### config.mk
export PLATFORM = sky130hd
export DESIGN_NAME = ft_pin_mux
export DESIGN_NICKNAME = d
export VERILOG_FILES = /design/src/dump_text_pkg.sv /design/src/ft_pin_mux.sv
export SDC_FILE = /design/constraint.sdc
export NUM_CORES = 1
export LEC_CHECK = 0
export ABC_AREA = 0
export BUFFER_PORTS_ARGS = -buffer_cell sky130_fd_sc_hd__buf_4
export CAP_MARGIN = 10
export CORE_AREA = 2 2 39 41
export DETAILED_ROUTE_END_ITERATION = 8
export DIE_AREA = 0 0 41 43
export SETUP_SLACK_MARGIN = 0.1
export SLEW_MARGIN = 25
export SYNTH_ARGS = -nofsm -noshare
export SYNTH_HDL_FRONTEND = slang
export SYNTH_SLANG_ARGS = --single-unit
### constraint.sdc
create_clock -name vclk -period 0.8
set_input_delay 0.16 -clock vclk [all_inputs]
set_output_delay 0.16 -clock vclk [all_outputs]
set_load 0.005 [all_outputs]
### src/dump_text_pkg.sv
`default_nettype none

package dump_text_pkg;

    localparam int TEXT_ADDR_W = 7;

    typedef logic [TEXT_ADDR_W-1:0] text_addr_t;
    typedef logic [7:0]             char_t;

    localparam char_t CHAR_SPACE    = 8'h20;
    localparam char_t CHAR_LINE_END = 8'h0D;   // carriage return

    // rom layout
    localparam text_addr_t HEX_DIGIT_BASE = 7'h00;   // "0".."9","A".."F"
    localparam text_addr_t BOOT_MSG_ADDR  = 7'h10;
    localparam text_addr_t USER_MSG_ADDR  = 7'h50;

    localparam int BOOT_MSG_LEN = 16;
    localparam int USER_MSG_LEN = 10;

    // first character sits in the top byte
    localparam logic [8*BOOT_MSG_LEN-1:0] BOOT_MSG = "BOOT LOADER DUMP";
    localparam logic [8*USER_MSG_LEN-1:0] USER_MSG = "USER PAGE ";

endpackage

`default_nettype wire

### src/ft_pin_mux.sv
`timescale 1ns/1ps
`default_nettype none

module ft_pin_mux import dump_text_pkg::*; (
    input  wire logic  fifo_en_n,
    input  wire logic  mpsse_en_n,
    input  wire logic  wr_n_int,
    input  wire char_t data_int,
    input  wire logic  host_mpsse_clk,
    input  wire logic  host_mpsse_mosi,
    input  wire logic  host_mpsse_cs_n,
    input  wire logic  flash_miso,
    output char_t      ad_out,
    output logic       ad_oe,
    output logic       wr_n,
    output logic       flash_clk,
    output logic       flash_mosi,
    output logic       flash_cs_n,
    output logic       host_mpsse_miso
);

    // fifo side
    assign ad_oe  = !fifo_en_n;
    assign ad_out = fifo_en_n ? 8'h00 : data_int;
    assign wr_n   = fifo_en_n ? 1'b1 : wr_n_int;

    // flash stays deselected unless mpsse mode is on
    assign flash_clk       = mpsse_en_n ? 1'b1 : host_mpsse_clk;
    assign flash_mosi      = mpsse_en_n ? 1'b0 : host_mpsse_mosi;
    assign flash_cs_n      = mpsse_en_n ? 1'b1 : host_mpsse_cs_n;
    assign host_mpsse_miso = mpsse_en_n ? 1'b0 : flash_miso;

endmodule

`default_nettype wire

==> metrics.txt <==
layout overhead on the synthesized area 343%; GRT Overall Usage 5.09%; Final Hold Viols 0; CP max FO 1; PortBufs 29; Worst Tran Pin Value 0.113 ns; Top Family by Delay on Critical Path buffers and inverters; most frequent cells after synthesis nor2b_1, or2_1, inv_1; max_cap viols 0; IO Pins 29; top-count cell post-synth nor2b_1; YS warnings 0; WL per Instance ~8.8 um; Pins Over Slew Limit 0; Total Power around 0.17 mW; kind of end point of the critical path primary output; Slew headroom between 90% and 100%; synthesized area 85.1 um^2; DRT antenna net count 0; Seq Cell Count 0; sequential share of power 0%; crit path cell chain buf_6, or2_1, buf_4; Crit Path Category input port to primary output; placed cell count 59; Rows 14; initial antenna violation count 0; pwr dens 454 nW/um^2; number of clock buffers in the layout 0; Fin Setup TNS 0 ns; sequential fraction of the synthesis area 0%; placed inst area around 320 um^2; Routability Congestion roughly 0.47; Netlist cell types 3; Setup Viol. Count Final 0; Worst VDD drop about 0.000087 V; First-pass DRT Iterations 2; first-pass GRT wire length ~670 um; Via Count 210; Critical-path top delay cell or2_1; Yosys top cell area share 73.5%; n_diodes 0; CP max stage delay 0.21 ns; Critical Path RT approximately 0.64 ns; pin count of the biggest net entering global routing 6; cell type with the largest total area after synthesis nor2b_1; syn avg cell area between 6 and 7 um^2; Initial DRC Count 1; proportion of power drawn by combinational gates 100.0%; CP Launch Type input port; Lkg Pwr a little under 0.2 nW; RSZ-0062 raised after global routing yes; Die Y around 43 um; outcome finished, final reports clean; CP Data Arrival Time 0.59 ns; die area 1760 um^2; Initial Util under 10%; clock share of power 0%; fmax 1330 MHz; Vias/cell between 3 and 4; Non-Filler Instances 60; fraction of layout cells with a size suffix above 1 between 60% and 70%; Period Utilization, post-route 93.8%; Post-Route WL 526 um; number of global-route vias before repair around 190; fin area ~380 um^2; Hold WC Path Type input port to primary output; layout net count between 60 and 70; Post-Syn Nets 29; core area roughly 1400 um^2; Hold Buf Count CTS 0; WP buf/inv 2; Power Internal between 0.1 and 0.15 mW; switch share roughly a quarter; switching power of the nets roughly 0.042 mW; # DRC 0; Seq. cell area 0 um^2; Period minus WS final ~0.75 ns; Post-Syn Instances 14; Die W roughly 40 um; main area contributors after synthesis nor2b_1, or2_1, inv_1; total grt overflow 0
## cells in the final DEF (no fill, tap or decap), drive strengths merged
cell    n
buf    30
inv     1
nor2b  10
or2     3
## final cells by class
cell class	count	area [um^2]
fillers	143	1010
well taps	16	20.0
inverters	1	3.75
multi-input cells	13	81.3
repair buffers	30	272
## metrics by stage
step,utilization (%),worst slack [ns],hold slack [ns]
2_1_floorplan,-,0.260,0.347
3_3_place_gp,23.3,-0.0132,0.569
3_5_place_dp,23.3,-0.0155,0.573
4_1_cts,26.9,0.0482,0.553
5_1_grt,27.2,0.0327,0.566
6_report,27.2,0.0499,0.551
## power groups by stage
stage,sequential (mW),clock [mW],combinational [mW]
6_report,0,0,0.171
5_1_grt,0,0,0.188
4_1_cts,0,0,0.171
3_5_place_dp,0,0,0.147
3_3_place_gp,0,0,0.147
2_1_floorplan,0,0,0.0317
## logic make-up after synthesis
group | synth area share [%]
AND/OR/NAND/NOR | 95.6
buffers and inverters | 4.41
## per-layer routing
metal	track usage [%]	part of all wire, %	vias up
met5	0	0	-
met4	0	0	0
met3	1.05	26	0
met2	12.5	52	20
met1	2.85	22	89
li1	-	-	101
## timing repair
| item | in CTS | in global routing |
|---|---|---|
| cloned | 1 | 0 |
| setup endpoints to repair | 7 | 6 |
| resized for setup | 7 | 1 |
| pin swaps | 3 | 0 |
| buffers inserted | 0 | 0 |
## path summary, 6_finish.rpt
path  depth (start not counted)  slack (ns)            from         endpoint
max                           3        0.05  host_mpsse_clk        flash_clk
min                           3        0.55      mpsse_en_n  host_mpsse_miso
## worst min-delay path: stages
cell and delay, ns:
buf_6 0.07, nor2b_1 0.03, buf_4 0.12
Power figures use the tool's default switching activity.
