===== src/dump_text_pkg.sv =====
`default_nettype none

package dump_text_pkg;

    localparam int TEXT_ADDR_W = 7;

    typedef logic [TEXT_ADDR_W-1:0] text_addr_t;
    typedef logic [7:0]             char_t;

    localparam char_t CHAR_SPACE    = 8'h20;
    localparam char_t CHAR_LINE_END = 8'h0D;   // carriage return

    // rom layout
    localparam text_addr_t HEX_DIGIT_BASE = 7'h00;   // "0".."9","A".."F"
    localparam text_addr_t BOOT_MSG_ADDR  = 7'h10;
    localparam text_addr_t USER_MSG_ADDR  = 7'h50;

    localparam int BOOT_MSG_LEN = 16;
    localparam int USER_MSG_LEN = 10;

    // first character sits in the top byte
    localparam logic [8*BOOT_MSG_LEN-1:0] BOOT_MSG = "BOOT LOADER DUMP";
    localparam logic [8*USER_MSG_LEN-1:0] USER_MSG = "USER PAGE ";

endpackage

`default_nettype wire


===== src/text_rom.sv =====
`timescale 1ns/1ps
`default_nettype none

module text_rom import dump_text_pkg::*; (
    input  wire logic       MCLK,
    input  wire logic       rd_en,
    input  wire text_addr_t addr,
    output char_t           data
);

    localparam int DEPTH = 1 << TEXT_ADDR_W;

    function automatic char_t rom_entry(int a);
        int    d;
        char_t c;
        d = a - int'(HEX_DIGIT_BASE);
        c = CHAR_SPACE;   // unused slots
        if (d >= 0 && d < 10) begin
            c = char_t'(8'h30 + d);
        end else if (d >= 10 && d < 16) begin
            c = char_t'(8'h41 + d - 10);
        end else if (a >= BOOT_MSG_ADDR && a < int'(BOOT_MSG_ADDR) + BOOT_MSG_LEN) begin
            c = BOOT_MSG[8*(BOOT_MSG_LEN - 1 - (a - BOOT_MSG_ADDR)) +: 8];
        end else if (a >= USER_MSG_ADDR && a < int'(USER_MSG_ADDR) + USER_MSG_LEN) begin
            c = USER_MSG[8*(USER_MSG_LEN - 1 - (a - USER_MSG_ADDR)) +: 8];
        end
        return c;
    endfunction

    char_t table_w [DEPTH];

    for (genvar i = 0; i < DEPTH; i++) begin : g_fill
        assign table_w[i] = rom_entry(i);
    end

    always_ff @(posedge MCLK) begin
        if (rd_en) begin
            data <= table_w[addr];
        end
    end

endmodule

`default_nettype wire


===== config.mk =====
export PLATFORM = sky130hd
export DESIGN_NAME = text_rom
export DESIGN_NICKNAME = d
export VERILOG_FILES = /design/src/dump_text_pkg.sv /design/src/text_rom.sv
export SDC_FILE = /design/constraint.sdc
export NUM_CORES = 1
export LEC_CHECK = 0
export BUFFER_PORTS_ARGS = -buffer_cell sky130_fd_sc_hd__buf_2
export CAP_MARGIN = 25
export CORE_MARGIN = 1.5
export CORE_UTILIZATION = 47
export DETAILED_ROUTE_END_ITERATION = 10
export PLACE_DENSITY = 0.82
export SYNTH_ARGS = -nofsm -noshare
export SYNTH_HDL_FRONTEND = slang
export SYNTH_SLANG_ARGS = --single-unit

===== constraint.sdc =====
create_clock -name MCLK -period 1.4 [get_ports MCLK]
set_clock_uncertainty 0.2 [all_clocks]
set_input_delay 0.07 -clock MCLK [delete_from_list [all_inputs] [get_ports MCLK]]
set_output_delay 0.07 -clock MCLK [all_outputs]
set_load 0.01 [all_outputs]

==> out/results.tsv <==
stage	metric	value	unit
worst_hold_path	Worst Hold Class	input port to register	
power	maximum vdd drop	0.253	mV
outcome	status	complete, no violations	
sta	hold_ws	0.0338	ns
flow_run	# Max-Cap Violations	0	
placed_design	port buffer count	15	
floorplanning	die width	42.5	um
logic_synthesis	synth unique cells	33	
clock_network	Clock Path Buffers	2	
finish	# diodes	0	
logic_synthesis	number of synthesized flops with an enable pin	7	
logic_synthesis	FF+latch count, synth	7	
logic_synthesis	cells after synthesis	86	
critical_path	Crit Path Max Fanout	5	
finish	Largest Register	data	
detailed_routing	DRT Wirelength	1740	um
finish	synth-to-layout area growth	34.9	%
finish	Non-Filler Instances	136	
grt	wire length of the first global-routing pass	2960	um
detailed_routing	Detailed Routing Iterations Pass 1	4	
floorplanning	Initial Util	0.492	
floorplanning	I/O pin count	17	
clock_network	CTS tree	built	
floorplanning	chip height	42.5	um
floorplanning	Rows	14	
finish	Top Registers	data x7	
grt	global route total overflow	0	
detailed_routing	DRC violations left	0	
logic_synthesis	Syn. warnings	0	
critical_path	Crit. End Element	register	
finish	number of nets in the layout	137	
critical_path	crit path launch type	input port	
detailed_routing	drt via density	5.44	
placed_design	dpl hpwl	1350	um
clock_network	H-tree levels	1	
clock_network	clk slew on worst S/H paths	0.05	ns
grt	pin count of the biggest net entering global routing	16	
grt	Total GRT Usage	0.209	
logic_synthesis	syn avg cell area	8.51	sq um
sta	Fmax	746	MHz
clock_network	# clock sinks	7	
sta	Final setup viols	0	
critical_path	crit path kind	input port to register	
logic_synthesis	Post-Syn Area	732	sq um
floorplanning	die area	0.00180	sq mm
finish	Final Instance Area	987	sq um
detailed_routing	first-iteration detailed-routing DRC count	16	
logic_synthesis	largest cells by area after synthesis	edfxtp_1, ha_1, o21ai_1, a21oi_1, mux2i_1	
logic_synthesis	Yosys top cell area share	0.287	
logic_synthesis	post-synthesis sequential area ratio	0.287	
sta	period utilisation layout	0.957	
logic_synthesis	Synth top cells by count	nor2_1, o21ai_1, a21oi_1, edfxtp_1, ha_1	
power	Power Density	666	mW/mm^2
clock_network	Clk Tree Root Cell	clkbuf_4	
grt	vias in the first global route	697	
placed_design	RD Place Congestion	1.00	
finish	max reg flops	7	
clock_network	postcts setup bufs	0	
grt	initial antenna violation count	0	
sta	final hold viol count	0	
sta	Tmin final	1.34	ns
power	standby leakage power	0.435	nW
logic_synthesis	area leader, netlist	edfxtp_1	
logic_synthesis	Post-synth ARST share	0	
placed_design	placed inst area	941	sq um
detailed_routing	vias	740	
sta	Slew Limit Fails	0	
logic_synthesis	syn nets	102	
placed_design	placed cell count	130	
sta	RSZ-0062 raised after global routing	false	
logic_synthesis	Main synth FF type	edfxtp_1	
floorplanning	Core Box Area	0.00149	sq mm
critical_path	CP required	1.18	ns
finish	share of cells above drive strength 1	0.375	
clock_network	CTS buffer count	3	
detailed_routing	WL/cell	12.8	um
detailed_routing	antenna-violating nets left	0	
critical_path	crit path DAT	1.12	ns
## power breakdown
group / switching [mW] / internal (mW)
registers: 0.00362 / 0.252
logic: 0.121 / 0.109
clock network: 0.0645 / 0.108
total: 0.189 / 0.469
## logic make-up (layout without fill, tap and decap cells)
logic type      Yosys count  count (layout)  share of synthesized area
flops                     7               7                      0.287
simple gates             24              24                      0.168
other cells               1               1                    0.00512
fa+ha+maj                 7               7                      0.120
buf+inv                  12              46                     0.0872
mux                       4               4                     0.0564
compound gates           31              31                      0.277
## placed cells by master (no fill, tap or decap), types with 2 or more instances in the layout
cell / netlist / routed
buf_2: 3 / 15
inv_2: 0 / 2
o211ai_1: 3 / 3
dlygate4sd3_1: 0 / 2
nor3_1: 2 / 2
ha_1: 7 / 6
nor2_1: 8 / 8
a31oi_1: 2 / 2
a211oi_1: 2 / 2
inv_1: 6 / 4
nand3b_1: 2 / 2
o21ai_1: 8 / 8
buf_4: 2 / 19
nor2b_1: 4 / 4
nand2_1: 3 / 3
edfxtp_1: 7 / 7
mux2i_1: 3 / 3
clkbuf_4: 0 / 3
a21oi_1: 7 / 7
## final cells by class
class                   instances  area, sq um
clock buffers                   4         26.3
fillers                       118          502
inverters                       6         22.5
multi-input cells              67          470
flip-flops and latches          7          210
well taps                      16         20.0
repair buffers                 36          238
## critical path, stage by stage
cell	delay, ns
buf_2	0.12
inv_2	0.12
ha_4	0.23
nor2_1	0.14
a21oi_1	0.06
a211oi_1	0.25
o21ai_1	0.13
## metal layers
metal | vias up | share of wire | GRT usage
li1 | 379 | - | -
met5 | - | 0 | 0
met2 | 29 | 0.50 | 0.375
met4 | 0 | 0 | 0.0563
met3 | 0 | 0.059 | 0.0129
met1 | 332 | 0.44 | 0.268
## final timing paths
path,slack [ns],depth (start not counted),to,from
setup / recovery,0.06,7,data[0]$_DFFE_PP_,addr[0]
hold / removal,0.03,2,data[6]$_DFFE_PP_,addr[6]
## metrics by stage
stage	setup TNS [ns]	power, mW	setup slack, ns	util
final	0	0.658	0.0603	0.663
after global routing	0	0.691	0.00836	0.663
after detailed placement	-0.856	0.479	-0.272	0.632
after global placement	-0.568	0.474	-0.167	0.632
after floorplan	0	0.384	0.0269	-
after CTS	0	0.660	0.0216	0.663
## timing repair
action	CTS	global route
hold buffers	2	0
setup endpoints to repair	1	1
gates resized for setup	1	1
endpoints found under the hold margin	8	0
cloned	0	0
Note: power is estimated with default switching activity, not from simulation.
