[src/dump_text_pkg.sv]
`default_nettype none

package dump_text_pkg;

    localparam int TEXT_ADDR_W = 7;

    typedef logic [TEXT_ADDR_W-1:0] text_addr_t;
    typedef logic [7:0]             char_t;

    localparam char_t CHAR_SPACE    = 8'h20;
    localparam char_t CHAR_LINE_END = 8'h0D;   // carriage return

    // rom layout
    localparam text_addr_t HEX_DIGIT_BASE = 7'h00;   // "0".."9","A".."F"
    localparam text_addr_t BOOT_MSG_ADDR  = 7'h10;
    localparam text_addr_t USER_MSG_ADDR  = 7'h50;

    localparam int BOOT_MSG_LEN = 16;
    localparam int USER_MSG_LEN = 10;

    // first character sits in the top byte
    localparam logic [8*BOOT_MSG_LEN-1:0] BOOT_MSG = "BOOT LOADER DUMP";
    localparam logic [8*USER_MSG_LEN-1:0] USER_MSG = "USER PAGE ";

endpackage

`default_nettype wire

[src/byte_stream_if.sv]
`timescale 1ns/1ps
`default_nettype none

interface byte_stream_if import dump_text_pkg::*; ();

    char_t tx_char;   // stable from send until done
    logic  send;      // one-cycle request
    logic  cancel;    // abort, no done follows
    logic  done;      // one-cycle completion

    modport seq    (output tx_char, send, cancel, input done);
    modport writer (input tx_char, send, cancel, output done);

endinterface

`default_nettype wire

[src/fifo_byte_writer.sv]
`timescale 1ns/1ps
`default_nettype none

module fifo_byte_writer import dump_text_pkg::*; (
    input  wire logic     MCLK,
    input  wire logic     arst_n,
    input  wire logic     txe_n,
    byte_stream_if.writer bs,
    output logic          wr_n,
    output char_t         data
);

    typedef enum logic [1:0] {W_IDLE, W_WAIT_TXE, W_STROBE, W_HOLD} wstate_t;

    wstate_t state;

    always_ff @(posedge MCLK or negedge arst_n) begin
        if (!arst_n) begin
            state   <= W_IDLE;
            wr_n    <= 1'b1;
            bs.done <= 1'b0;
        end else begin
            bs.done <= 1'b0;
            if (bs.cancel) begin
                state <= W_IDLE;
                wr_n  <= 1'b1;
            end else begin
                case (state)
                    W_IDLE:     if (bs.send) state <= W_WAIT_TXE;
                    W_WAIT_TXE: begin
                        if (!txe_n) begin        // bridge has room
                            wr_n  <= 1'b0;
                            state <= W_STROBE;
                        end
                    end
                    W_STROBE:   state <= W_HOLD;  // second low cycle
                    W_HOLD: begin
                        wr_n    <= 1'b1;
                        bs.done <= 1'b1;
                        state   <= W_IDLE;
                    end
                    default:    state <= W_IDLE;
                endcase
            end
        end
    end

    always_ff @(posedge MCLK) begin
        if (state == W_IDLE && bs.send) begin
            data <= bs.tx_char;
        end
    end

endmodule

`default_nettype wire

[src/flat_wrapper.sv]
// flat-port wrapper written by rule: the top's interface ports become plain ports
module fifo_byte_writer_flat import dump_text_pkg::*;
  (MCLK, arst_n, txe_n, wr_n, data, bs_tx_char, bs_send, bs_cancel, bs_done);
  byte_stream_if bs_i ();
  input  wire logic MCLK;
  input  wire logic arst_n;
  input  wire logic txe_n;
  output logic wr_n;
  output char_t data;
  input wire logic [$bits(bs_i.tx_char)-1:0] bs_tx_char;
  input wire logic [$bits(bs_i.send)-1:0] bs_send;
  input wire logic [$bits(bs_i.cancel)-1:0] bs_cancel;
  output wire logic [$bits(bs_i.done)-1:0] bs_done;
  assign bs_i.tx_char = bs_tx_char;
  assign bs_i.send = bs_send;
  assign bs_i.cancel = bs_cancel;
  assign bs_done = bs_i.done;
  fifo_byte_writer u_core (.MCLK(MCLK), .arst_n(arst_n), .txe_n(txe_n), .bs(bs_i), .wr_n(wr_n), .data(data));
endmodule
[config.mk]
export PLATFORM = sky130hd
export DESIGN_NAME = fifo_byte_writer_flat
export DESIGN_NICKNAME = d
export VERILOG_FILES = /design/src/dump_text_pkg.sv /design/src/byte_stream_if.sv /design/src/fifo_byte_writer.sv /design/src/flat_wrapper.sv
export SDC_FILE = /design/constraint.sdc
export NUM_CORES = 1
export LEC_CHECK = 0
export BUFFER_PORTS_ARGS = -buffer_cell sky130_fd_sc_hd__buf_2
export CORE_MARGIN = 1.5
export CORE_UTILIZATION = 35
export CTS_CLUSTER_DIAMETER = 200
export CTS_CLUSTER_SIZE = 28
export DETAILED_ROUTE_END_ITERATION = 10
export GPL_TIMING_DRIVEN = 0
export PLACE_DENSITY = 0.6
export SKIP_LAST_GASP = 1
export SLEW_MARGIN = 10
export SYNTH_ARGS = -nofsm -noshare
export SYNTH_HDL_FRONTEND = slang
export SYNTH_SLANG_ARGS = --single-unit
[constraint.sdc]
create_clock -name MCLK -period 1.4 [get_ports MCLK]
set_input_delay 0.14 -clock MCLK [delete_from_list [all_inputs] [get_ports MCLK]]
set_output_delay 0.14 -clock MCLK [all_outputs]
set_load 0.03 [all_outputs]
==> results of run 1 <==
## timing repair
item                                    CTS  global route
endpoints found under the hold margin     4             0
hold buffers                              1             0
gates resized for setup                   0             3
endpoints found under the setup margin    0            10
setup buffers                             0             1
## layer usage
layer,share of wire [%],wire length [um]
met5,0,0
met4,2.9,23
met3,7.2,58
met2,46,367
met1,44,354
## cell families (layout without fill, tap and decap cells)
| group | Yosys count | in the layout | share of synthesized area, % |
|---|---|---|---|
| compound gates | 4 | 4 | 6.52 |
| fa+ha+maj | 5 | 5 | 12.5 |
| buf+inv | 3 | 31 | 2.26 |
| flops | 12 | 12 | 68.4 |
| mux | 2 | 2 | 4.01 |
| simple gates | 6 | 6 | 6.27 |
## sequential cells by signal, summed over array words and instances, names as in the netlist
name and cells:
u_core.bs.done 1, u_core.data 8, u_core.state 2, u_core.wr_n 1
## critical path: stages, from the launching register on
cell and delay [ns]:
dfrtp_1 0.42, buf_4 0.15, ha_2 0.18, a2111o_1 0.35
o211a_1 0.12
## area by class of cell
type	instances	area (um^2)	share of cell area, %
timing repair buffer	24	128	18.9
sequential	12	342	50.6
multi-input combinational	17	150	22.2
tap	15	18.8	2.78
clock buffer	4	26.3	3.89
inverter	3	11.3	1.67
## per-stage QoR
stage	hold WS [ns]	cells	setup TNS, ns
global route	0.0425	75	-0.00594
floorplan	-0.156	32	0
CTS	0.0447	74	0
detailed placement	-0.0479	69	0
finish	0.0465	75	0
global placement	-0.0496	69	0
## cells in the final DEF, fill, tap and decap left out, types with 2 or more instances in the layout
cell,count
clkbuf_4,3
edfxtp_1,8
nand2_1,2
buf_2,22
mux2i_1,2
ha_1,4
inv_1,2
dfrtp_1,3
nor2b_1,2
## path summary, 6_finish.rpt
kind	cells after the start	endpoint	slack [ns]	start
max	4	u_core.state[0]	0.06	u_core.state[0]
min	2	u_core.bs.done	0.05	bs_cancel
max reg2reg	4	u_core.state[0]	0.06	u_core.state[0]
min reg2reg	2	u_core.wr_n	0.57	u_core.wr_n
max in group asynchronous	2	u_core.wr_n	1.00	arst_n
min in group asynchronous	2	u_core.bs.done	0.20	arst_n
## power by group through the flow
stage	registers, mW	clock network (mW)	logic, mW
after floorplan	0.658	0	0.190
after global placement	0.541	0	0.418
after detailed placement	0.545	0	0.419
after CTS	0.538	0.219	0.422
after global routing	0.548	0.231	0.501
final	0.536	0.218	0.439
==> results.toml, run 1 <==
[run_status]
outcome = "finished clean"

[synth]
yosys.area.top_type = "edfxtp_1"
synth_common_cells = "edfxtp_1 (8), ha_1 (5), dfrtp_1 (3), inv_1 (3)"
synth_edf_count = 8
yosys_most_used_dff = "edfxtp_1"
yosys.area.top_type_share_pct = 48.1
synth-seq-area-share_pct = 68.4
async_flop_share_pct = 33.3
synth_cells = 32
syn_avg_cell_area_um2 = 15.6
syn_area_um2 = 499
yosysMostFrequentCell = "edfxtp_1"
netlist_top_cells_area = "edfxtp_1 (48%), dfrtp_1 (15%), ha_1 (13%)"
ys_types = 14
synth_warnings = 0
synth_fp_nets = 50
synth.ff_latch_count = 12

[global_route]
use_met1_pct = 15.7
grt.busiest_layer = "met2"
gr-usage-met3_pct = 3.26
grt_pass1_wl_um = 1200
grt_max_degree = 9
gr-total-overflow = 0
grt_usage_pct = 12.0
antenna_found_initial = 0
grt_pass1_vias = 269
grt_util_met2_pct = 16.3

[drt]
ant_nets = 0
vias = 347
dr.pass1.iters = 4
wire_per_inst_um = 10.7
drc_errors = 0
drtIter0Drc = 2
vias_per_cell = 4.63
finalWirelength_um = 804

[power_and_ir_drop]
power_frac_comb_pct = 36.8
peakVddDrop_mv = 0.739
sequentialPowerShare_pct = 44.9
clkPwrFrac_pct = 18.2
p_total_mw = 1.19
p_per_area_nw_per_um2 = 1770
cellInternalPower_uw = 769
switching_share_pct = 35.5
p_switching_uw = 424
p_leak_nw = 0.323

[floorplan]
start_util_pct = 37.9
placeableCoreArea_um2 = 1320
pin_count = 23
die_w_um = 40.8
dieArea_um2 = 1660
die_y_um = 40.8
num_rows = 13

[timing]
fin_crit_ns = 1.34
slew_headroom_pct = 85.5
setup_viol = 0
rsz0062_at_grt = "true"
drv_slew = 0
clock.fmax_mhz = 749
skew_ns = 0.00144
fin_crit_sh_pct = 95.4
tightest_slew_ns = 0.218
setup_ws_ns = 0.0644
final-hold-violation-count = 0

[cts]
cts_max_path_buffers = 2
cts_tree = "done"
numCtsBuffers = 3
cts_sinks = 12
ctsRootBufferMaster = "clkbuf_4"
h-tree-depth = 1
path_clk_slew_ns = 0.07
clock_latency_ns = 0.26

[placed_design]
finalWeightedCongestion = 0.669
dp_slack_ns = 0.0448
place_hpwl_um = 658
io_buffer_count = 22
post_dp_cell_area_um2 = 628

[final_layout]
synthToLayoutAreaGrowth_pct = 35.3
nets = 79
drive_above_1_share_pct = 50.0
final_area_um2 = 676
fillers = 123
utilization_pct = 51.3
diodes = 0

[critical_path]
start_kind = "register"
crit_required_ns = 1.56
cp_max_fo = 4
cp.arrival_ns = 1.49
critical_path_class = "register to register"
endpoint_kind = "register"

[job]
cap_violations = 0

[hold_path]
hold_path.class = "input pin to register"
Power figures use the tool's default switching activity.
==> inputs of run 2 (changes only) <==
==> constraint.sdc (replaced) <==
create_clock -name MCLK -period 1.4 [get_ports MCLK]
set_input_delay 0 -clock MCLK [delete_from_list [all_inputs] [get_ports MCLK]]
set_output_delay 0 -clock MCLK [all_outputs]
set_load 0.03 [all_outputs]
==> run 2 against run 1 <==
Compared with the run above:
- sequential power hardly changed
- setup slack hardly changed
- sequential share of layout area is 5.9 points lower
- maximum frequency hardly changed
- register-to-register slack hardly changed
- critical path type unchanged
- critical endpoint unchanged
==> results.toml, run 2 (same netlist as run 1, synthesis figures left out) <==
[run_status]
outcome = "finished clean"

[global_route]
grt_pass1_wl_um = 1370
gr-total-overflow = 0
grt_pass1_vias = 320
antenna_found_initial = 0
grt_usage_pct = 13.5
grt_max_degree = 9

[floorplan]
dieArea_um2 = 1660
start_util_pct = 37.9
die_w_um = 40.8
die_y_um = 40.8
pin_count = 23
num_rows = 13
placeableCoreArea_um2 = 1320

[power_and_ir_drop]
p_leak_nw = 0.361
p_per_area_nw_per_um2 = 1580
p_total_mw = 1.21
peakVddDrop_mv = 0.787

[critical_path]
start_kind = "register"
cp.arrival_ns = 1.49
crit_required_ns = 1.56
r2r-start = "u_core.state[0]"
cp_max_fo = 4
slowest_delay_ns = 0.42
cp-endpoint = "u_core.state[0]"
crit_path_start = "u_core.state[0]"
critical_path_class = "register to register"
endpoint_kind = "register"
ff2ff_setup_slack_ns = 0.06
reg2reg_depth = 4
reg2reg_to = "u_core.state[0]"
cp_slowest_cell = "dfrtp_1"
worstPathCellList = "buf_4, ha_2, a2111o_1, o211a_1"

[cts]
cts_tree = "done"
clock_latency_ns = 0.26
cts_max_path_buffers = 2
numCtsBuffers = 3
path_clk_slew_ns = 0.07
cts_sinks = 12
h-tree-depth = 1
ctsRootBufferMaster = "clkbuf_4"

[final_layout]
layout_common_cells = "buf_2 (22), dlygate4sd3_1 (10), edfxtp_1 (8)"
fillers = 113
instances_no_fill = 84
drive_above_1_share_pct = 43.5
largest_reg_flops = 8
synthToLayoutAreaGrowth_pct = 53.4
final_common_cell = "buf_2"
nets = 88
final_area_um2 = 766
reg_top3 = "u_core.data x8, u_core.state x2"
top_register = "u_core.data"
diodes = 0
utilization_pct = 58.1

[timing]
slew_headroom_pct = 85.5
rsz0062_at_grt = "true"
clock.fmax_mhz = 749
setup_viol = 0
setup-tns-final_ns = 0
skew_ns = 0.00123
tightest_slew_ns = 0.218
setup_ws_ns = 0.0645
holdWs_ns = 0.0614
fin_crit_ns = 1.34
final-hold-violation-count = 0
drv_slew = 0
fin_crit_sh_pct = 95.4

[job]
cap_violations = 0

[drt]
vias = 380
vias_per_cell = 4.52
ant_nets = 0
drc_errors = 0
drtIter0Drc = 2
dr.pass1.iters = 4
finalWirelength_um = 890
wire_per_inst_um = 10.6

[placed_design]
dp_slack_ns = 0.0448
place_hpwl_um = 658
dp_cells = 69
finalWeightedCongestion = 0.669
io_buffer_count = 22
post_dp_cell_area_um2 = 628

[hold_path]
hold_path.class = "input pin to asynchronous set/reset pin"
-- run 2: cell count changes in the layout (fill, tap and decap cells not counted) --
cell / previous run / this run
dlygate4sd3_1: 1 / 10
-- run 2: critical path, delay by kind of cell (launching register included) --
kind / cells / cell delay, ns
AO/OA/AOI/OAI: 2 / 0.47
flip-flops: 1 / 0.42
adder cells (fa/ha/maj): 1 / 0.18
buffers and inverters: 1 / 0.15
-- run 2: what timing repair did --
action,4_1_cts,5_1_grt
endpoints found under the hold margin,13,0
hold buffers,10,0
buffers inserted,0,1
resized for setup,0,3
setup endpoints to repair,0,10
-- run 2: where the power goes --
part	internal (mW)	switching, mW	leakage (nW)
logic	0.186	0.274	0.220
clock network	0.110	0.107	0.0150
registers	0.489	0.0461	0.126
total	0.785	0.427	0.361
-- run 2: how the worst min path moves through the flow --
stage	from	cells past startpoint	to	slack, ns
4_1_cts	arst_n	2	u_core.bs.done	0.07
6_report	arst_n	2	u_core.bs.done	0.06
5_1_grt	arst_n	2	u_core.bs.done	0.08
3_3_place_gp	arst_n	1	u_core.bs.done	-0.19
2_1_floorplan	arst_n	0	u_core.bs.done	-0.30
3_5_place_dp	arst_n	1	u_core.bs.done	-0.19
-- run 2: layer usage --
metal / part of all wire [%] / GRT usage (%)
met1: 45 / 16.4
met2: 46 / 20.6
met3: 6.2 / 3.26
met4: 2.6 / 10.0
met5: 0 / 0
-- run 2: layout make-up --
type | instances | area, um^2 | share of cell area (%)
well taps | 15 | 18.8 | 2.45
repair buffers | 33 | 218 | 28.4
clock buffers | 4 | 26.3 | 3.43
flip-flops and latches | 12 | 342 | 44.6
multi-input cells | 17 | 150 | 19.6
inverters | 3 | 11.3 | 1.47
