--- src/dump_geom_pkg.sv ---
`default_nettype none

package dump_geom_pkg;

    localparam int BUF_BIT_ADDR_W  = 13;   // 8 Kbit buffer
    localparam int BUF_BYTE_ADDR_W = 10;   // 1 Kbyte view of the same memory

    typedef logic [BUF_BIT_ADDR_W-1:0]  buf_bit_addr_t;
    typedef logic [BUF_BYTE_ADDR_W-1:0] buf_byte_addr_t;

    // a buffer byte is printed nibble by nibble
    typedef union packed {
        logic [7:0] whole;
        struct packed {
            logic [3:0] hi;
            logic [3:0] lo;
        } nib;
    } dump_byte_t;

    typedef logic [11:0] page_t;           // relative page number

endpackage

`default_nettype wire

--- src/dump_text_pkg.sv ---
`default_nettype none

package dump_text_pkg;

    localparam int TEXT_ADDR_W = 7;

    typedef logic [TEXT_ADDR_W-1:0] text_addr_t;
    typedef logic [7:0]             char_t;

    localparam char_t CHAR_SPACE    = 8'h20;
    localparam char_t CHAR_LINE_END = 8'h0D;   // carriage return

    // rom layout
    localparam text_addr_t HEX_DIGIT_BASE = 7'h00;   // "0".."9","A".."F"
    localparam text_addr_t BOOT_MSG_ADDR  = 7'h10;
    localparam text_addr_t USER_MSG_ADDR  = 7'h50;

    localparam int BOOT_MSG_LEN = 16;
    localparam int USER_MSG_LEN = 10;

    // first character sits in the top byte
    localparam logic [8*BOOT_MSG_LEN-1:0] BOOT_MSG = "BOOT LOADER DUMP";
    localparam logic [8*USER_MSG_LEN-1:0] USER_MSG = "USER PAGE ";

endpackage

`default_nettype wire

--- src/byte_stream_if.sv ---
`timescale 1ns/1ps
`default_nettype none

interface byte_stream_if import dump_text_pkg::*; ();

    char_t tx_char;   // stable from send until done
    logic  send;      // one-cycle request
    logic  cancel;    // abort, no done follows
    logic  done;      // one-cycle completion

    modport seq    (output tx_char, send, cancel, input done);
    modport writer (input tx_char, send, cancel, output done);

endinterface

`default_nettype wire

--- src/dump_sequencer.sv ---
`timescale 1ns/1ps
`default_nettype none

module dump_sequencer import dump_geom_pkg::*, dump_text_pkg::*; #(
    parameter int BYTES_PER_LINE = 16
) (
    input  wire logic       MCLK,
    input  wire logic       arst_n,
    input  wire logic       fifo_en_n,
    input  wire logic       send_boot_n,
    input  wire logic       send_user_n,
    input  wire logic       job_boot,
    input  wire text_addr_t msg_addr,
    input  wire logic [7:0] msg_len,
    input  wire logic [7:0] line_count,
    input  wire page_t      page,
    input  wire char_t      rom_data,
    input  wire dump_byte_t buf_data,
    output logic            start,
    output logic            rom_en,
    output text_addr_t      rom_addr,
    output logic            buf_en,
    output buf_byte_addr_t  buf_addr,
    byte_stream_if.seq      bs
);

    typedef enum logic [4:0] {
        S_READY, S_LOAD, S_MSG, S_MSG_RD, S_MSG_SEND,
        S_PG_RD, S_PG_SEND, S_PG_END,
        S_LINE, S_BYTE, S_BUF_RD, S_HI_RD, S_HI_SEND, S_LO_RD, S_LO_SEND,
        S_SPACE, S_EOL, S_FINAL, S_TX, S_DONE
    } state_t;

    state_t         state, ret_state;
    logic [7:0]     cnt;        // message chars, then bytes left in the line
    logic [7:0]     line_cnt;
    logic [1:0]     dig;        // page digit index counting from the msd
    text_addr_t     txt_ptr;
    buf_byte_addr_t buf_ptr;
    dump_byte_t     cur_byte;
    logic [3:0]     page_nib;
    logic           released;

    assign released = send_boot_n && send_user_n;
    assign start    = (state == S_READY) && !fifo_en_n && !released;

    always_comb begin
        case (dig)
            2'd0:    page_nib = page[11:8];
            2'd1:    page_nib = page[7:4];
            default: page_nib = page[3:0];
        endcase
    end

    // read ports decoded from state with data valid in the following state
    always_comb begin
        rom_en   = 1'b0;
        rom_addr = txt_ptr;
        case (state)
            S_MSG_RD: rom_en = 1'b1;
            S_PG_RD: begin
                rom_en   = 1'b1;
                rom_addr = HEX_DIGIT_BASE + {3'b000, page_nib};
            end
            S_HI_RD: begin
                rom_en   = 1'b1;
                rom_addr = HEX_DIGIT_BASE + {3'b000, buf_data.nib.hi};
            end
            S_LO_RD: begin
                rom_en   = 1'b1;
                rom_addr = HEX_DIGIT_BASE + {3'b000, cur_byte.nib.lo};
            end
            default: ;
        endcase
    end

    assign buf_en   = (state == S_BUF_RD);
    assign buf_addr = buf_ptr;

    always_ff @(posedge MCLK or negedge arst_n) begin
        if (!arst_n) begin
            state     <= S_READY;
            ret_state <= S_READY;
            cnt       <= '0;
            line_cnt  <= '0;
            dig       <= '0;
            txt_ptr   <= '0;
            buf_ptr   <= '0;
            bs.send   <= 1'b0;
            bs.cancel <= 1'b0;
        end else begin
            bs.send   <= 1'b0;
            bs.cancel <= 1'b0;
            case (state)
                S_READY:    if (start) state <= S_LOAD;
                S_LOAD: begin                       // config is valid from here
                    cnt      <= msg_len;
                    txt_ptr  <= msg_addr;
                    line_cnt <= line_count;
                    buf_ptr  <= '0;
                    dig      <= '0;
                    state    <= S_MSG;
                end
                S_MSG:      state <= (cnt == 8'd0) ? (job_boot ? S_LINE : S_PG_RD) : S_MSG_RD;
                S_MSG_RD:   state <= S_MSG_SEND;
                S_MSG_SEND: begin
                    txt_ptr   <= txt_ptr + 1'b1;
                    cnt       <= cnt - 8'd1;
                    bs.send   <= 1'b1;
                    ret_state <= S_MSG;
                    state     <= S_TX;
                end
                S_PG_RD:    state <= S_PG_SEND;
                S_PG_SEND: begin
                    dig       <= dig + 2'd1;
                    bs.send   <= 1'b1;
                    ret_state <= (dig == 2'd2) ? S_PG_END : S_PG_RD;
                    state     <= S_TX;
                end
                S_PG_END, S_EOL: begin
                    if (state == S_EOL) line_cnt <= line_cnt - 8'd1;
                    bs.send   <= 1'b1;
                    ret_state <= S_LINE;
                    state     <= S_TX;
                end
                S_LINE: begin
                    cnt   <= 8'(BYTES_PER_LINE);
                    state <= (line_cnt == 8'd0) ? S_FINAL : S_BYTE;
                end
                S_BYTE:     state <= (cnt == 8'd0) ? S_EOL : S_BUF_RD;
                S_BUF_RD:   state <= S_HI_RD;
                S_HI_RD:    state <= S_HI_SEND;
                S_HI_SEND: begin
                    bs.send   <= 1'b1;
                    ret_state <= S_LO_RD;
                    state     <= S_TX;
                end
                S_LO_RD:    state <= S_LO_SEND;
                S_LO_SEND: begin
                    bs.send   <= 1'b1;
                    ret_state <= S_SPACE;
                    state     <= S_TX;
                end
                S_SPACE: begin
                    buf_ptr   <= buf_ptr + 1'b1;
                    cnt       <= cnt - 8'd1;
                    bs.send   <= 1'b1;
                    ret_state <= S_BYTE;
                    state     <= S_TX;
                end
                S_FINAL: begin
                    bs.send   <= 1'b1;
                    ret_state <= S_DONE;
                    state     <= S_TX;
                end
                S_TX: begin                         // character pending at the writer
                    if (released) begin
                        bs.cancel <= 1'b1;
                        state     <= S_READY;
                    end else if (bs.done) begin
                        state <= ret_state;
                    end
                end
                S_DONE:     if (released) state <= S_READY;
                default:    state <= S_READY;
            endcase
        end
    end

    always_ff @(posedge MCLK) begin
        if (state == S_HI_RD) cur_byte <= buf_data;   // keep the lo nibble
        case (state)
            S_MSG_SEND, S_PG_SEND, S_HI_SEND, S_LO_SEND: bs.tx_char <= rom_data;
            S_SPACE:                   bs.tx_char <= CHAR_SPACE;
            S_PG_END, S_EOL, S_FINAL:  bs.tx_char <= CHAR_LINE_END;
            default: ;
        endcase
    end

endmodule

`default_nettype wire

--- src/flat_wrapper.sv ---
// flat-port wrapper written by rule: the top's interface ports become plain ports
module dump_sequencer_flat import dump_geom_pkg::*, dump_text_pkg::*;
#(
    parameter int BYTES_PER_LINE = 16
)
  (MCLK, arst_n, fifo_en_n, send_boot_n, send_user_n, job_boot, msg_addr, msg_len, line_count, page, rom_data, buf_data, start, rom_en, rom_addr, buf_en, buf_addr, bs_tx_char, bs_send, bs_cancel, bs_done);
  byte_stream_if bs_i ();
  input  wire logic MCLK;
  input  wire logic arst_n;
  input  wire logic fifo_en_n;
  input  wire logic send_boot_n;
  input  wire logic send_user_n;
  input  wire logic job_boot;
  input  wire text_addr_t msg_addr;
  input  wire logic [7:0] msg_len;
  input  wire logic [7:0] line_count;
  input  wire page_t page;
  input  wire char_t rom_data;
  input  wire dump_byte_t buf_data;
  output logic start;
  output logic rom_en;
  output text_addr_t rom_addr;
  output logic buf_en;
  output buf_byte_addr_t buf_addr;
  output wire logic [$bits(bs_i.tx_char)-1:0] bs_tx_char;
  output wire logic [$bits(bs_i.send)-1:0] bs_send;
  output wire logic [$bits(bs_i.cancel)-1:0] bs_cancel;
  input wire logic [$bits(bs_i.done)-1:0] bs_done;
  assign bs_tx_char = bs_i.tx_char;
  assign bs_send = bs_i.send;
  assign bs_cancel = bs_i.cancel;
  assign bs_i.done = bs_done;
  dump_sequencer #(.BYTES_PER_LINE(BYTES_PER_LINE)) u_core (.MCLK(MCLK), .arst_n(arst_n), .fifo_en_n(fifo_en_n), .send_boot_n(send_boot_n), .send_user_n(send_user_n), .job_boot(job_boot), .msg_addr(msg_addr), .msg_len(msg_len), .line_count(line_count), .page(page), .rom_data(rom_data), .buf_data(buf_data), .start(start), .rom_en(rom_en), .rom_addr(rom_addr), .buf_en(buf_en), .buf_addr(buf_addr), .bs(bs_i));
endmodule
--- config.mk ---
export PLATFORM = sky130hd
export DESIGN_NAME = dump_sequencer_flat
export DESIGN_NICKNAME = d
export VERILOG_FILES = /design/src/dump_geom_pkg.sv /design/src/dump_text_pkg.sv /design/src/byte_stream_if.sv /design/src/dump_sequencer.sv /design/src/flat_wrapper.sv
export SDC_FILE = /design/constraint.sdc
export NUM_CORES = 1
export LEC_CHECK = 0
export ABC_AREA = 1
export BUFFER_PORTS_ARGS = -buffer_cell sky130_fd_sc_hd__buf_2
export CORE_MARGIN = 2
export CORE_UTILIZATION = 58
export CTS_CLUSTER_SIZE = 8
export DETAILED_ROUTE_END_ITERATION = 10
export PLACE_DENSITY = 0.91
export REMOVE_ABC_BUFFERS = 1
export SYNTH_ARGS = -nofsm -noshare
export SYNTH_HDL_FRONTEND = slang
export SYNTH_SLANG_ARGS = --single-unit
--- constraint.sdc ---
create_clock -name MCLK -period 4.4 [get_ports MCLK]
set_input_delay 0.22 -clock MCLK [delete_from_list [all_inputs] [get_ports MCLK]]
set_output_delay 0.22 -clock MCLK [all_outputs]
set_load 0.01 [all_outputs]
==> impl_metrics.ini <==
[route]
vias = 3738
wire_per_inst_um = 13.60
drt-vias-per-instance = 5.433
drc = 0
drt_pre_antenna_iters = 5
ant_nets = 0
wl_um = 9356
drt_iter0_drc = 330

[worst_setup_path]
critPathMaxFanout = 10
worstPathCellList = nand2_1 > nor3_2 > nor2_1 > nand2_1 > nand4_1 > buf_2
endpoint_kind = primary output
crit_top_cell = nand2_1
slowest_stage = nor3_2
slowest_delay_ns = 0.63
critPathRequiredTime_ns = 4.18
startpoint_type = flip-flop
worst-setup-path-type = reg -> out
cp.arrival_ns = 2.22

[global_route]
grt_pass1_wl_um = 15300
antenna_found_initial = 0
grt-ovfl-total = 0
grt_use_total_pct = 27.19
grt_pass1_vias = 3474
grt_max_degree = 48

[timing]
period_share_pct = 55.53
clock_skew_ns = 0.007797
drv_slew = 0
tightest_slew_ns = 1.064
final_hold_viol_count = 0
finalWorstPathRequiredPeriod_ns = 2.443
finalSetupViolCount = 0
fmax_ghz = 0.4093
tns_ns = 0
slew_headroom_pct = 29.08
rsz0062_at_grt = no

[logic_synthesis]
yosysTopAreaCell = dfrtp_1
synth-seq-area-share_pct = 42.23
synth_top_area_share_pct = 32.32
ys_types = 33
ys_ff_latch = 59
ys_warn_count = 0
syn_area_sq_um = 3638
netlist_instances = 515
ys_top_cells_by_area = dfrtp_1 32%, nand2_1 16%, edfxtp_1 9.9%
syn_avg_cell_area_sq_um = 7.065

[placed_design]
hpwlAfterDp_um = 6958
io_buffers = 87
globalplace.congestion = 0.9442

[clock_network]
postCtsHoldBufs = 0
post_cts_buffers = 0
cts.repair.resized = 0
cts_buffers = 9
cts_tree = done
insertion_delay_ns = 0.34
cts-root-buf = clkbuf_8
clockBufferDepth = 2
clock-sinks = 59
htreeDepth = 3
clk_pin_slew_ns = 0.07

[final_layout]
fillers = 474
nets = 674
layout-drive-gt1-share_pct = 20.39
area_growth_syn_to_layout_pct = 18.16
n_antenna_cell = 0

[floorplanning]
die_h_um = 83.21
placementRows = 28
initial_utilization_pct = 60.74
die_w_um = 83.21
core_area_sq_um = 5991
die-area_sq_um = 6923
ios = 88

[power_and_ir_drop]
leakage_nw = 2.327
power_mw = 2.562
ir_worst_vdd_mv = 0.3167
pwr_density_cell_nw_per_um2 = 595.9

[flow_run]
max-cap-violations = 0

[outcome]
outcome = completed

[min_path]
worstHoldPathType = in -> reg
[flip-flops by register name (all words and copies together) (netlist names)]
signal,count
u_core.bs.cancel,1
u_core.line_cnt,8
u_core.bs.send,1
u_core.ret_state,5
u_core.dig,2
u_core.cnt,8
u_core.buf_addr,10
u_core.txt_ptr,7
u_core.bs.tx_char,8
u_core.state,5
u_core.cur_byte,4
[cell families after synthesis]
family | synth area share, %
flops | 42.23
buf+inv | 8.253
fa+ha+maj | 2.751
compound gates | 10.83
simple gates | 34.94
mux | 0.2751
xor+xnor | 0.7223
[report_power, final]
group	internal, mW	switching, mW
clock	0.199	0.217
combinational	0.410	0.825
sequential	0.753	0.158
total	1.36	1.20
[metal layers]
layer,GRT usage [%],share of wire (%)
met1,34.89,42
met2,44.57,48
met3,4.771,7.8
met4,13.11,2.3
met5,0,0
[worst max-delay path: cells and delay by family (launching register included)]
kind / cells / cell delay [ns]
simple gates: 5 / 1.24
buf+inv: 1 / 0.15
flops: 1 / 0.51
[layout make-up]
type	instances	area (sq um)	area share (%)
multi-input cells	379	1802	41.91
flip-flops and latches	59	1536	35.74
repair buffers	87	435.4	10.13
inverters	72	270.3	6.286
clock buffers	10	127.6	2.969
well taps	75	93.84	2.183
clock inverters	6	33.78	0.7858
[metrics by stage]
stage	hold slack (ns)	instance area (sq um)	instances	worst slack, ns	util [%]
after floorplan	-0.07559	3608	510	2.794	-
after global routing	0.05752	4299	688	1.750	71.76
final	0.05580	4299	688	1.957	71.76
after global placement	0.3989	4138	672	2.474	69.07
after detailed placement	0.4075	4138	672	2.349	69.07
after CTS	0.05814	4299	688	1.981	71.76
[layout by cell type (no fill, tap or decap), types with 4 or more instances in the layout]
cell type  Yosys  layout
nor2_2         4       4
nand3_2        4       4
buf_2          3      87
o21ai_0       34      34
inv_1         65      65
a21oi_1       11      11
ha_1           8       8
o21ai_1        6       6
dfrtp_1       47      47
nand4_1        6       6
nand2_1      154     154
nand2_2        4       4
nand3_1       39      39
o211ai_1       5       5
clkbuf_8       0       9
nor2_1        77      77
inv_2          7       7
edfxtp_1      12      12
[Yosys cell counts, drive strengths merged]
cell and number:
nand2 158, nor2 84, inv 72, dfrtp 47, nand3 43, o21ai 41, edfxtp 12, a21oi 11
ha 8, nand4 6, o211ai 5, buf 4, nor3 4, a22o 3, a22oi 3, xor2 3
nand3b 2, o22ai 2, o31ai 2, clkbuf 1, mux2i 1, nor3b 1, o21a 1, o221ai 1
[worst paths after layout]
path	startpoint	cells past startpoint	to	slack [ns]
worst min-delay path	buf_data[1]	1	u_core.cur_byte[1]	0.06
worst max-delay path	u_core.state[1]	6	rom_addr[1]	1.96
max in group asynchronous	arst_n	1	u_core.line_cnt[4]	3.67
worst max register to register	u_core.state[2]	6	u_core.line_cnt[5]	2.41
min in group asynchronous	arst_n	1	u_core.line_cnt[5]	0.07
worst min register to register	u_core.line_cnt[2]	2	u_core.line_cnt[2]	0.50
Power figures use the tool's default switching activity.
