<file path="src/dump_geom_pkg.sv">
`default_nettype none

package dump_geom_pkg;

    localparam int BUF_BIT_ADDR_W  = 13;   // 8 Kbit buffer
    localparam int BUF_BYTE_ADDR_W = 10;   // 1 Kbyte view of the same memory

    typedef logic [BUF_BIT_ADDR_W-1:0]  buf_bit_addr_t;
    typedef logic [BUF_BYTE_ADDR_W-1:0] buf_byte_addr_t;

    // a buffer byte is printed nibble by nibble
    typedef union packed {
        logic [7:0] whole;
        struct packed {
            logic [3:0] hi;
            logic [3:0] lo;
        } nib;
    } dump_byte_t;

    typedef logic [11:0] page_t;           // relative page number

endpackage

`default_nettype wire

</file>
<file path="src/dump_text_pkg.sv">
`default_nettype none

package dump_text_pkg;

    localparam int TEXT_ADDR_W = 7;

    typedef logic [TEXT_ADDR_W-1:0] text_addr_t;
    typedef logic [7:0]             char_t;

    localparam char_t CHAR_SPACE    = 8'h20;
    localparam char_t CHAR_LINE_END = 8'h0D;   // carriage return

    // rom layout
    localparam text_addr_t HEX_DIGIT_BASE = 7'h00;   // "0".."9","A".."F"
    localparam text_addr_t BOOT_MSG_ADDR  = 7'h10;
    localparam text_addr_t USER_MSG_ADDR  = 7'h50;

    localparam int BOOT_MSG_LEN = 16;
    localparam int USER_MSG_LEN = 10;

    // first character sits in the top byte
    localparam logic [8*BOOT_MSG_LEN-1:0] BOOT_MSG = "BOOT LOADER DUMP";
    localparam logic [8*USER_MSG_LEN-1:0] USER_MSG = "USER PAGE ";

endpackage

`default_nettype wire

</file>
<file path="src/dump_config.sv">
`timescale 1ns/1ps
`default_nettype none

module dump_config import dump_geom_pkg::*, dump_text_pkg::*; #(
    parameter int BOOT_LINES = 30,
    parameter int USER_LINES = 8
) (
    input  wire logic  MCLK,
    input  wire logic  arst_n,
    input  wire logic  start,
    input  wire logic  send_boot_n,
    input  wire page_t rel_page,
    output logic       job_boot,
    output text_addr_t msg_addr,
    output logic [7:0] msg_len,
    output logic [7:0] line_count,
    output page_t      page
);

    always_ff @(posedge MCLK or negedge arst_n) begin
        if (!arst_n) begin
            job_boot <= 1'b0;
        end else if (start) begin
            job_boot <= !send_boot_n;   // boot wins over user
        end
    end

    always_ff @(posedge MCLK) begin
        if (start) begin
            page <= rel_page;
        end
    end

    assign msg_addr   = job_boot ? BOOT_MSG_ADDR : USER_MSG_ADDR;
    assign msg_len    = job_boot ? 8'(BOOT_MSG_LEN) : 8'(USER_MSG_LEN);
    assign line_count = job_boot ? 8'(BOOT_LINES) : 8'(USER_LINES);

endmodule

`default_nettype wire

</file>
<file path="config.mk">
export PLATFORM = sky130hd
export DESIGN_NAME = dump_config
export DESIGN_NICKNAME = d
export VERILOG_FILES = /design/src/dump_geom_pkg.sv /design/src/dump_text_pkg.sv /design/src/dump_config.sv
export SDC_FILE = /design/constraint.sdc
export NUM_CORES = 1
export LEC_CHECK = 0
export ABC_AREA = 1
export BUFFER_PORTS_ARGS = -buffer_cell sky130_fd_sc_hd__buf_2
export CAP_MARGIN = 10
export CORE_MARGIN = 5
export CORE_UTILIZATION = 32
export CTS_CLUSTER_DIAMETER = 120
export DETAILED_ROUTE_END_ITERATION = 10
export GPL_ROUTABILITY_DRIVEN = 0
export GPL_TIMING_DRIVEN = 0
export PLACE_DENSITY = 0.73
export SKIP_LAST_GASP = 1
export SLEW_MARGIN = 20
export SYNTH_ARGS = -nofsm -noshare
export SYNTH_HDL_FRONTEND = slang
export SYNTH_SLANG_ARGS = --single-unit
</file>
<file path="constraint.sdc">
create_clock -name MCLK -period 0.8 [get_ports MCLK]
set_input_delay 0.04 -clock MCLK [delete_from_list [all_inputs] [get_ports MCLK]]
set_output_delay 0.04 -clock MCLK [all_outputs]
set_load 0.01 [all_outputs]
</file>
==> metrics.yaml, run 1 <==
outcome:
  status: "finished, violations left"
  violations: "negative setup slack"
worst_setup_path:
  timing.critical_path.mode_cell: "buf_6"
  path_max_fanout: 7
  r2r_slack_ps: 100
  rr_endpoint: "job_boot"
  cp-end-kind: "output port"
  cp_slowest_cell: "dfrtp_2"
  crit_required_ps: 760
  slowest_delay_ps: 470
  criticalPathCategory: "reg -> out"
  cp_data_arrival_time_ps: 1010
  start_kind: "flop"
  reg2reg_from: "job_boot"
  crit_chain: "inv_4 > buf_6 > buf_6"
  rr_worst_depth: 2
yosys:
  synth-seq-cells: 13
  syn-cell-area_sq_um: 580.6
  synthArstFlopShare_pct: 7.692
  synth_edf_count: 12
  synth_area_leaders: "edfxtp_1 62%, buf_4 28%, dfrtp_1 4.3%, inv_1 1.9%, nand2_1 1.9%"
  synth_top_area_cell: "edfxtp_1"
  syn_inst: 43
  yosysMostFrequentCell: "buf_4"
  synth.cells.most_frequent: "22 x buf_4, 12 x edfxtp_1, 3 x inv_1, 3 x nand2_1, 2 x conb_1"
  yosys_warnings: 0
  synth.avg_cell_area_sq_um: 13.50
  synthFlopType: "edfxtp_1"
  synthDistinctLibCells: 6
  ys_seq_area_share_pct: 66.38
  yosys.area.top_type_share_pct: 62.07
sta:
  min_period_ps: 1054
  hold_slack_ps: 82.73
  setup_tns_ps: -1952
  min_period_over_period_pct: 131.7
  fmax_mhz: 949.2
  final-setup-viol-count: 18
  slew_violations: 0
  finalHoldViolations: 0
  clock-skew-final_ps: 0
  layout_setup_ws_ps: -253.5
  rsz0062_at_grt: "true"
global_routing:
  grt_pass1_vias: 516
  grt_max_degree: 15
  grt_usage_pct: 12.37
  antenna_found_initial: 0
  overflow: 0
  grt_pass1_wl_mm: 2.366
floorplan:
  die_y_um: 52.60
  start_util_pct: 33.62
  core_sq_mm: 0.001727
  pin_count: 52
  die_w_um: 52.60
  dieArea_sq_mm: 0.002766
  rows: 15
finish:
  area_growth_pct: 82.76
  layout-drive-gt1-share_pct: 56.36
  final_cell_area_sq_mm: 0.001061
  nNetsFinal: 127
  n_antenna_cell: 0
power:
  powerDensity_mw_per_mm2: 1552
  leakagePower_nw: 0.5464
  total_power_mw: 1.647
  peakVddDrop_mv: 0.6492
routing:
  num_vias: 479
  wirelength_met1_um: 565
  via_per_inst: 3.548
  dr.pass1.iters: 4
  wl_met2_um: 869
  route.detailed.drc: 0
  ant_nets: 0
  drt_iter0_drc: 10
  drt_wl_total_mm: 1.647
  wl_met3_um: 169
  drt-wirelength-per-cell_um: 12.20
  dr.max_layer_used: "met4"
placement:
  place_area_sq_um: 839.6
  pre_cts_ws_ps: -25.49
  io_buffers: 35
  dp_hpwl_mm: 1.007
clock_network:
  clock_path_buffers: 2
  htree_levels: 1
  clkTransAtPathRegs_ps: 80
  cts_root_buf: "clkbuf_4"
  post_cts.repair.setup_buffers: 0
  clock_sinks: 13
  cts-buffers-inserted: 3
  cts_tree: "yes"
  clock_latency_ps: 260
job:
  drv_cap: 0
hold_path:
  min_path_type: "in -> async"
-- final cells by class --
class                   instances  area, sq um
well taps                      25        31.28
fillers                       148        665.6
multi-input cells              19        71.32
inverters                       3        13.76
flip-flops and latches         13        386.6
plain buffers                  22        172.7
repair buffers                 49        359.1
clock buffers                   4        26.28
-- power by group --
part	internal, mW	total (mW)	switching [mW]
Combinational	0.252	0.437	0.185
Clock	0.192	0.385	0.192
Sequential	0.802	0.825	0.0230
Total	1.25	1.65	0.400
-- state kept, by name (all words and copies together), names as in the netlist --
| register | flops |
|---|---|
| job_boot | 1 |
| page | 12 |
-- worst max-delay path: cells and delay by family (launching register included) --
| family | cells | cell delay, ps |
|---|---|---|
| DFF | 1 | 470 |
| buffers and inverters | 3 | 290 |
-- placed cells by master, fill, tap and decap left out --
cell,count
buf_2,28
buf_4,20
conb_1,16
dlygate4sd3_1,14
edfxtp_1,12
buf_6,9
nand2_1,3
clkbuf_4,3
inv_1,2
inv_4,1
clkbuf_1,1
dfrtp_2,1
-- worst max-delay path by stage --
stage / startpoint / endpoint / slack (ps) / depth (start not counted)
after CTS: job_boot / msg_len[3] / -230 / 3
after global routing: job_boot / msg_len[1] / -300 / 3
after global placement: job_boot / msg_len[1] / 5 / 3
after floorplan: job_boot / msg_len[1] / 30 / 2
after detailed placement: job_boot / msg_len[3] / -30 / 3
final: job_boot / msg_len[1] / -250 / 3
-- cells by family (layout without fill, tap and decap cells) --
kind of cell	count (synthesis)	in the layout	share of synthesized area (%)
flip-flops	13	13	66.38
AND/OR/NAND/NOR	3	3	1.940
buffers and inverters	25	78	30.39
other	2	16	1.294
-- stage by stage --
step / std cells / util, %
6_report: 135 / 61.45
3_5_place_dp: 117 / 48.62
2_1_floorplan: 57 / -
3_3_place_gp: 117 / 48.62
5_1_grt: 135 / 61.45
4_1_cts: 135 / 60.51
-- layer usage --
| metal | track usage [%] | vias up |
|---|---|---|
| met5 | 0 | - |
| met4 | 9.362 | 0 |
| met3 | 3.419 | 4 |
| met2 | 22.73 | 34 |
| met1 | 11.21 | 207 |
| li1 | - | 234 |
-- repair_timing --
item	4_1_cts	5_1_grt
pin swaps	0	0
endpoints found under the setup margin	20	20
resized for setup	8	4
hold buffers	14	0
endpoints found under the hold margin	14	0
No activity file was read; power rests on OpenSTA's default activity.
==> inputs of run 2 (changes only) <==
- CELL_PAD_IN_SITES_DETAIL_PLACEMENT: default -> 0
- CELL_PAD_IN_SITES_GLOBAL_PLACEMENT: default -> 2
- CORE_UTILIZATION: 32 -> 17
- PLACE_DENSITY: 0.73 -> default
- PLACE_DENSITY_LB_ADDON: default -> 0.1
==> metrics.yaml, run 2 (same netlist as run 1, synthesis figures left out) <==
outcome:
  status: "finished, violations left"
  violations: "negative setup slack"
floorplan:
  rows: 21
  start_util_pct: 17.54
  pin_count: 52
  die_w_um: 68.44
  die_y_um: 68.44
  dieArea_sq_mm: 0.004684
  core_sq_mm: 0.003311
worst_setup_path:
  cp_slowest_cell: "dfrtp_2"
  crit_required_ps: 760
  cp_data_arrival_time_ps: 990
  start_kind: "flop"
  path_max_fanout: 7
  slowest_delay_ps: 430
  crit_chain: "inv_2 > buf_4 > buf_6"
  rr_worst_depth: 2
  cp-end-kind: "output port"
  criticalPathCategory: "reg -> out"
sta:
  fmax_mhz: 974.1
  min_period_over_period_pct: 128.3
  final-setup-viol-count: 20
  layout_setup_ws_ps: -226.6
  slew_violations: 0
  finalHoldViolations: 0
  min_period_ps: 1027
  rsz0062_at_grt: "true"
  setup_tns_ps: -1841
  clock-skew-final_ps: 0
placement:
  place_inst: 138
  pre_cts_ws_ps: -19.37
  io_buffers: 35
power:
  peakVddDrop_mv: 0.4727
  leakagePower_nw: 0.5436
  powerDensity_mw_per_mm2: 1523
global_routing:
  overflow: 0
  antenna_found_initial: 0
  grt_pass1_wl_mm: 2.104
  grt_usage_pct: 6.446
  grt_pass1_vias: 466
  grt_max_degree: 15
routing:
  via_per_inst: 2.923
  num_vias: 456
  drt-wirelength-per-cell_um: 8.692
  drt_iter0_drc: 11
  dr.pass1.iters: 3
  ant_nets: 0
  drt_wl_total_mm: 1.356
  route.detailed.drc: 0
clock_network:
  cts_root_buf: "clkbuf_4"
  clock_path_buffers: 2
  cts_tree: "yes"
  htree_levels: 1
  post_cts.repair.setup_buffers: 0
  clock_sinks: 13
  clkTransAtPathRegs_ps: 80
  cts-buffers-inserted: 3
  clock_latency_ps: 270
finish:
  layout-drive-gt1-share_pct: 57.27
  n_antenna_cell: 0
  final_cells: 156
  final_common_cell: "buf_2"
  largestRegisters: "page (12), job_boot (1)"
  mostFrequentLayoutCells: "29 x buf_2, 22 x buf_4, 16 x conb_1, 14 x dlygate4sd3_1, 12 x edfxtp_1"
  final_core_util_pct: 32.39
  area_growth_pct: 84.70
  largest_reg_flops: 12
  nNetsFinal: 127
  regMostFlops: "page"
job:
  drv_cap: 0
hold_path:
  min_path_type: "in -> async"
## run 2: cell types whose count changed in the layout (fill, tap and decap cells not counted)
cell | previous run | this run
clkbuf_1 | 1 | 0
buf_2 | 28 | 29
buf_4 | 20 | 22
clkinv_2 | 0 | 1
inv_4 | 1 | 0
inv_2 | 0 | 1
buf_6 | 9 | 6
## run 2: layout make-up
| type | count | area [sq um] |
|---|---|---|
| clock inverter | 1 | 5.005 |
| buffer | 22 | 165.2 |
| multi-input combinational | 19 | 71.32 |
| sequential | 13 | 386.6 |
| fill | 352 | 2238 |
| clock buffer | 3 | 22.52 |
| tap | 46 | 57.56 |
| timing repair buffer | 49 | 352.8 |
| inverter | 3 | 11.26 |
## run 2: what timing repair did
item                       in CTS  in global routing
pin swaps                       0                  0
hold buffers                   14                  0
gates resized for setup         8                  0
setup endpoints to repair      20                 20
hold endpoints to repair       14                  0
## run 2: path summary, 6_finish.rpt
path                          start         end  slack [ps]
max in group asynchronous    arst_n    job_boot         640
setup / recovery           job_boot  msg_len[1]        -230
min in group MCLK             start    job_boot         150
setup reg to reg           job_boot    job_boot         120
hold reg to reg            job_boot    job_boot         570
hold / removal               arst_n    job_boot          70
## run 2: critical path: cells and delay by family, from the launching register on
kind | cells | cell delay, ps
buffers and inverters | 3 | 300
flip-flops | 1 | 430
## run 2: stage by stage
| stage | hold slack (ps) | power (mW) | instance area (sq um) |
|---|---|---|---|
| CTS | 48.75 | 1.675 | 1072 |
| global placement | -184.4 | 1.151 | 865.8 |
| floorplan | -255.6 | 1.021 | 633.1 |
| global route | 38.60 | 1.769 | 1072 |
| finish | 65.82 | 1.634 | 1072 |
| detailed placement | -182.5 | 1.153 | 865.8 |
## run 2: metal layers
layer,track usage [%],part of all wire [%],vias to the layer above
met5,0,0,-
met4,4.467,1.8,0
met3,1.642,8.5,2
met2,11.68,54,28
met1,6.294,35,194
li1,-,-,232
## run 2: where the power goes
group / internal, mW / leakage, nW / total [mW] / switching (mW)
clock network: 0.185 / 0.0177 / 0.405 / 0.220
registers: 0.802 / 0.128 / 0.820 / 0.0181
logic: 0.240 / 0.397 / 0.409 / 0.168
==> inputs of run 3 (changes only) <==
- REMOVE_ABC_BUFFERS: default -> 1
==> metrics.yaml, run 3 (same netlist as run 1, synthesis figures left out) <==
outcome:
  status: "finished, violations left"
  violations: "negative setup slack"
global_routing:
  overflow: 0
  grt_pass1_wl_mm: 1.504
  grt_max_degree: 15
  antenna_found_initial: 0
  grt_usage_pct: 4.777
  grt_pass1_vias: 316
sta:
  slew_violations: 0
  finalHoldViolations: 0
  layout_setup_ws_ps: -139.7
  hold_slack_ps: 66.25
  fmax_mhz: 1064
  min_period_ps: 939.7
  final-setup-viol-count: 19
  min_period_over_period_pct: 117.5
  setup_tns_ps: -1086
  rsz0062_at_grt: "true"
  clock-skew-final_ps: 0
routing:
  drt_wl_total_mm: 1.227
  dr.pass1.iters: 2
  via_per_inst: 2.852
  drt-wirelength-per-cell_um: 9.089
  drt_iter0_drc: 1
  num_vias: 385
  ant_nets: 0
  route.detailed.drc: 0
floorplan:
  die_y_um: 68.44
  dieArea_sq_mm: 0.004684
  core_sq_mm: 0.003311
  start_util_pct: 17.54
  die_w_um: 68.44
  pin_count: 52
  rows: 21
finish:
  largestRegisters: "page (12), job_boot (1)"
  fillers: 369
  nNetsFinal: 106
  largest_reg_flops: 12
  regMostFlops: "page"
  final_common_cell: "buf_2"
  layout-drive-gt1-share_pct: 46.07
  area_growth_pct: 50.86
  n_antenna_cell: 0
  mostFrequentLayoutCells: "35 x buf_2, 16 x conb_1, 14 x dlygate4sd3_1, 12 x edfxtp_1"
worst_setup_path:
  crit_buf_inv: 2
  path_max_fanout: 7
  crit_required_ps: 760
  criticalPathCategory: "reg -> out"
  crit_chain: "inv_2 > buf_2"
  cp_top_family: "flip-flops"
  slowest_delay_ps: 440
  cp_slowest_cell: "dfrtp_2"
  cp_data_arrival_time_ps: 900
  cp-end-kind: "output port"
  start_kind: "flop"
job:
  drv_cap: 0
clock_network:
  clock_latency_ps: 270
  cts_tree: "yes"
  htree_levels: 1
  cts_root_buf: "clkbuf_4"
  clock_sinks: 13
  clock_path_buffers: 2
  cts-buffers-inserted: 3
  clkTransAtPathRegs_ps: 80
placement:
  dp_hpwl_um: 954.4
  io_buffers: 35
power:
  powerDensity_mw_per_mm2: 1705
  peakVddDrop_mv: 0.6900
  leakagePower_nw: 0.4199
hold_path:
  min_path_type: "in -> async"
[run 3: changes by cell type in the layout (fill, tap and decap cells not counted)]
cell	delta
clkinv_2	-1
buf_6	-6
buf_2	+6
buf_4	-21
clkbuf_1	+1
[run 3: metrics by stage]
stage	area, sq um	power [mW]	util (%)	cells	setup WS, ps
after global placement	700.7	1.058	21.16	116	112.4
after detailed placement	700.7	1.058	21.16	116	102.9
after global routing	875.8	1.579	26.46	135	-183.2
after CTS	874.6	1.529	26.42	135	-184.3
after floorplan	467.9	0.9256	-	35	-123.4
final	875.8	1.494	26.46	135	-139.7
[run 3: layout make-up]
type,count,area [sq um],share of cell area [%]
Multi-Input combinational cell,19,71.32,8.143
Inverter,3,11.26,1.286
Timing Repair Buffer,50,322.8,36.86
Clock buffer,4,26.28,3.000
Sequential cell,13,386.6,44.14
Tap cell,46,57.56,6.571
[run 3: where the power goes]
group          switching [mW]  internal, mW  total (mW)
combinational           0.148         0.133       0.281
clock                   0.201         0.193       0.394
sequential             0.0165         0.802       0.818
total                   0.366          1.13        1.49
[run 3: path summary, 6_finish.rpt]
kind                            startpoint           to  slack (ps)  cells after the start
worst max-delay path              job_boot  msg_addr[6]        -140                      2
min in group MCLK                    start     job_boot         150                      3
max in group asynchronous           arst_n     job_boot         640                      2
worst max register to register    job_boot     job_boot          20                      3
worst min-delay path                arst_n     job_boot          70                      2
worst min register to register    job_boot     job_boot         640                      3
[run 3: what timing repair did]
action / 4_1_cts / 5_1_grt
hold endpoints to repair: 14 / 0
hold buffers: 14 / 0
resized for setup: 0 / 2
setup buffers: 1 / 0
setup endpoints to repair: 20 / 21
pin swaps: 0 / 0
[run 3: metal layers]
metal / share of wire, % / vias to the layer above / global-route usage, %
met4: 0.73 / 0 / 1.489
li1: - / 191 / -
met1: 37 / 163 / 5.200
met2: 47 / 29 / 7.151
met5: 0 / - / 0
met3: 15 / 2 / 3.612
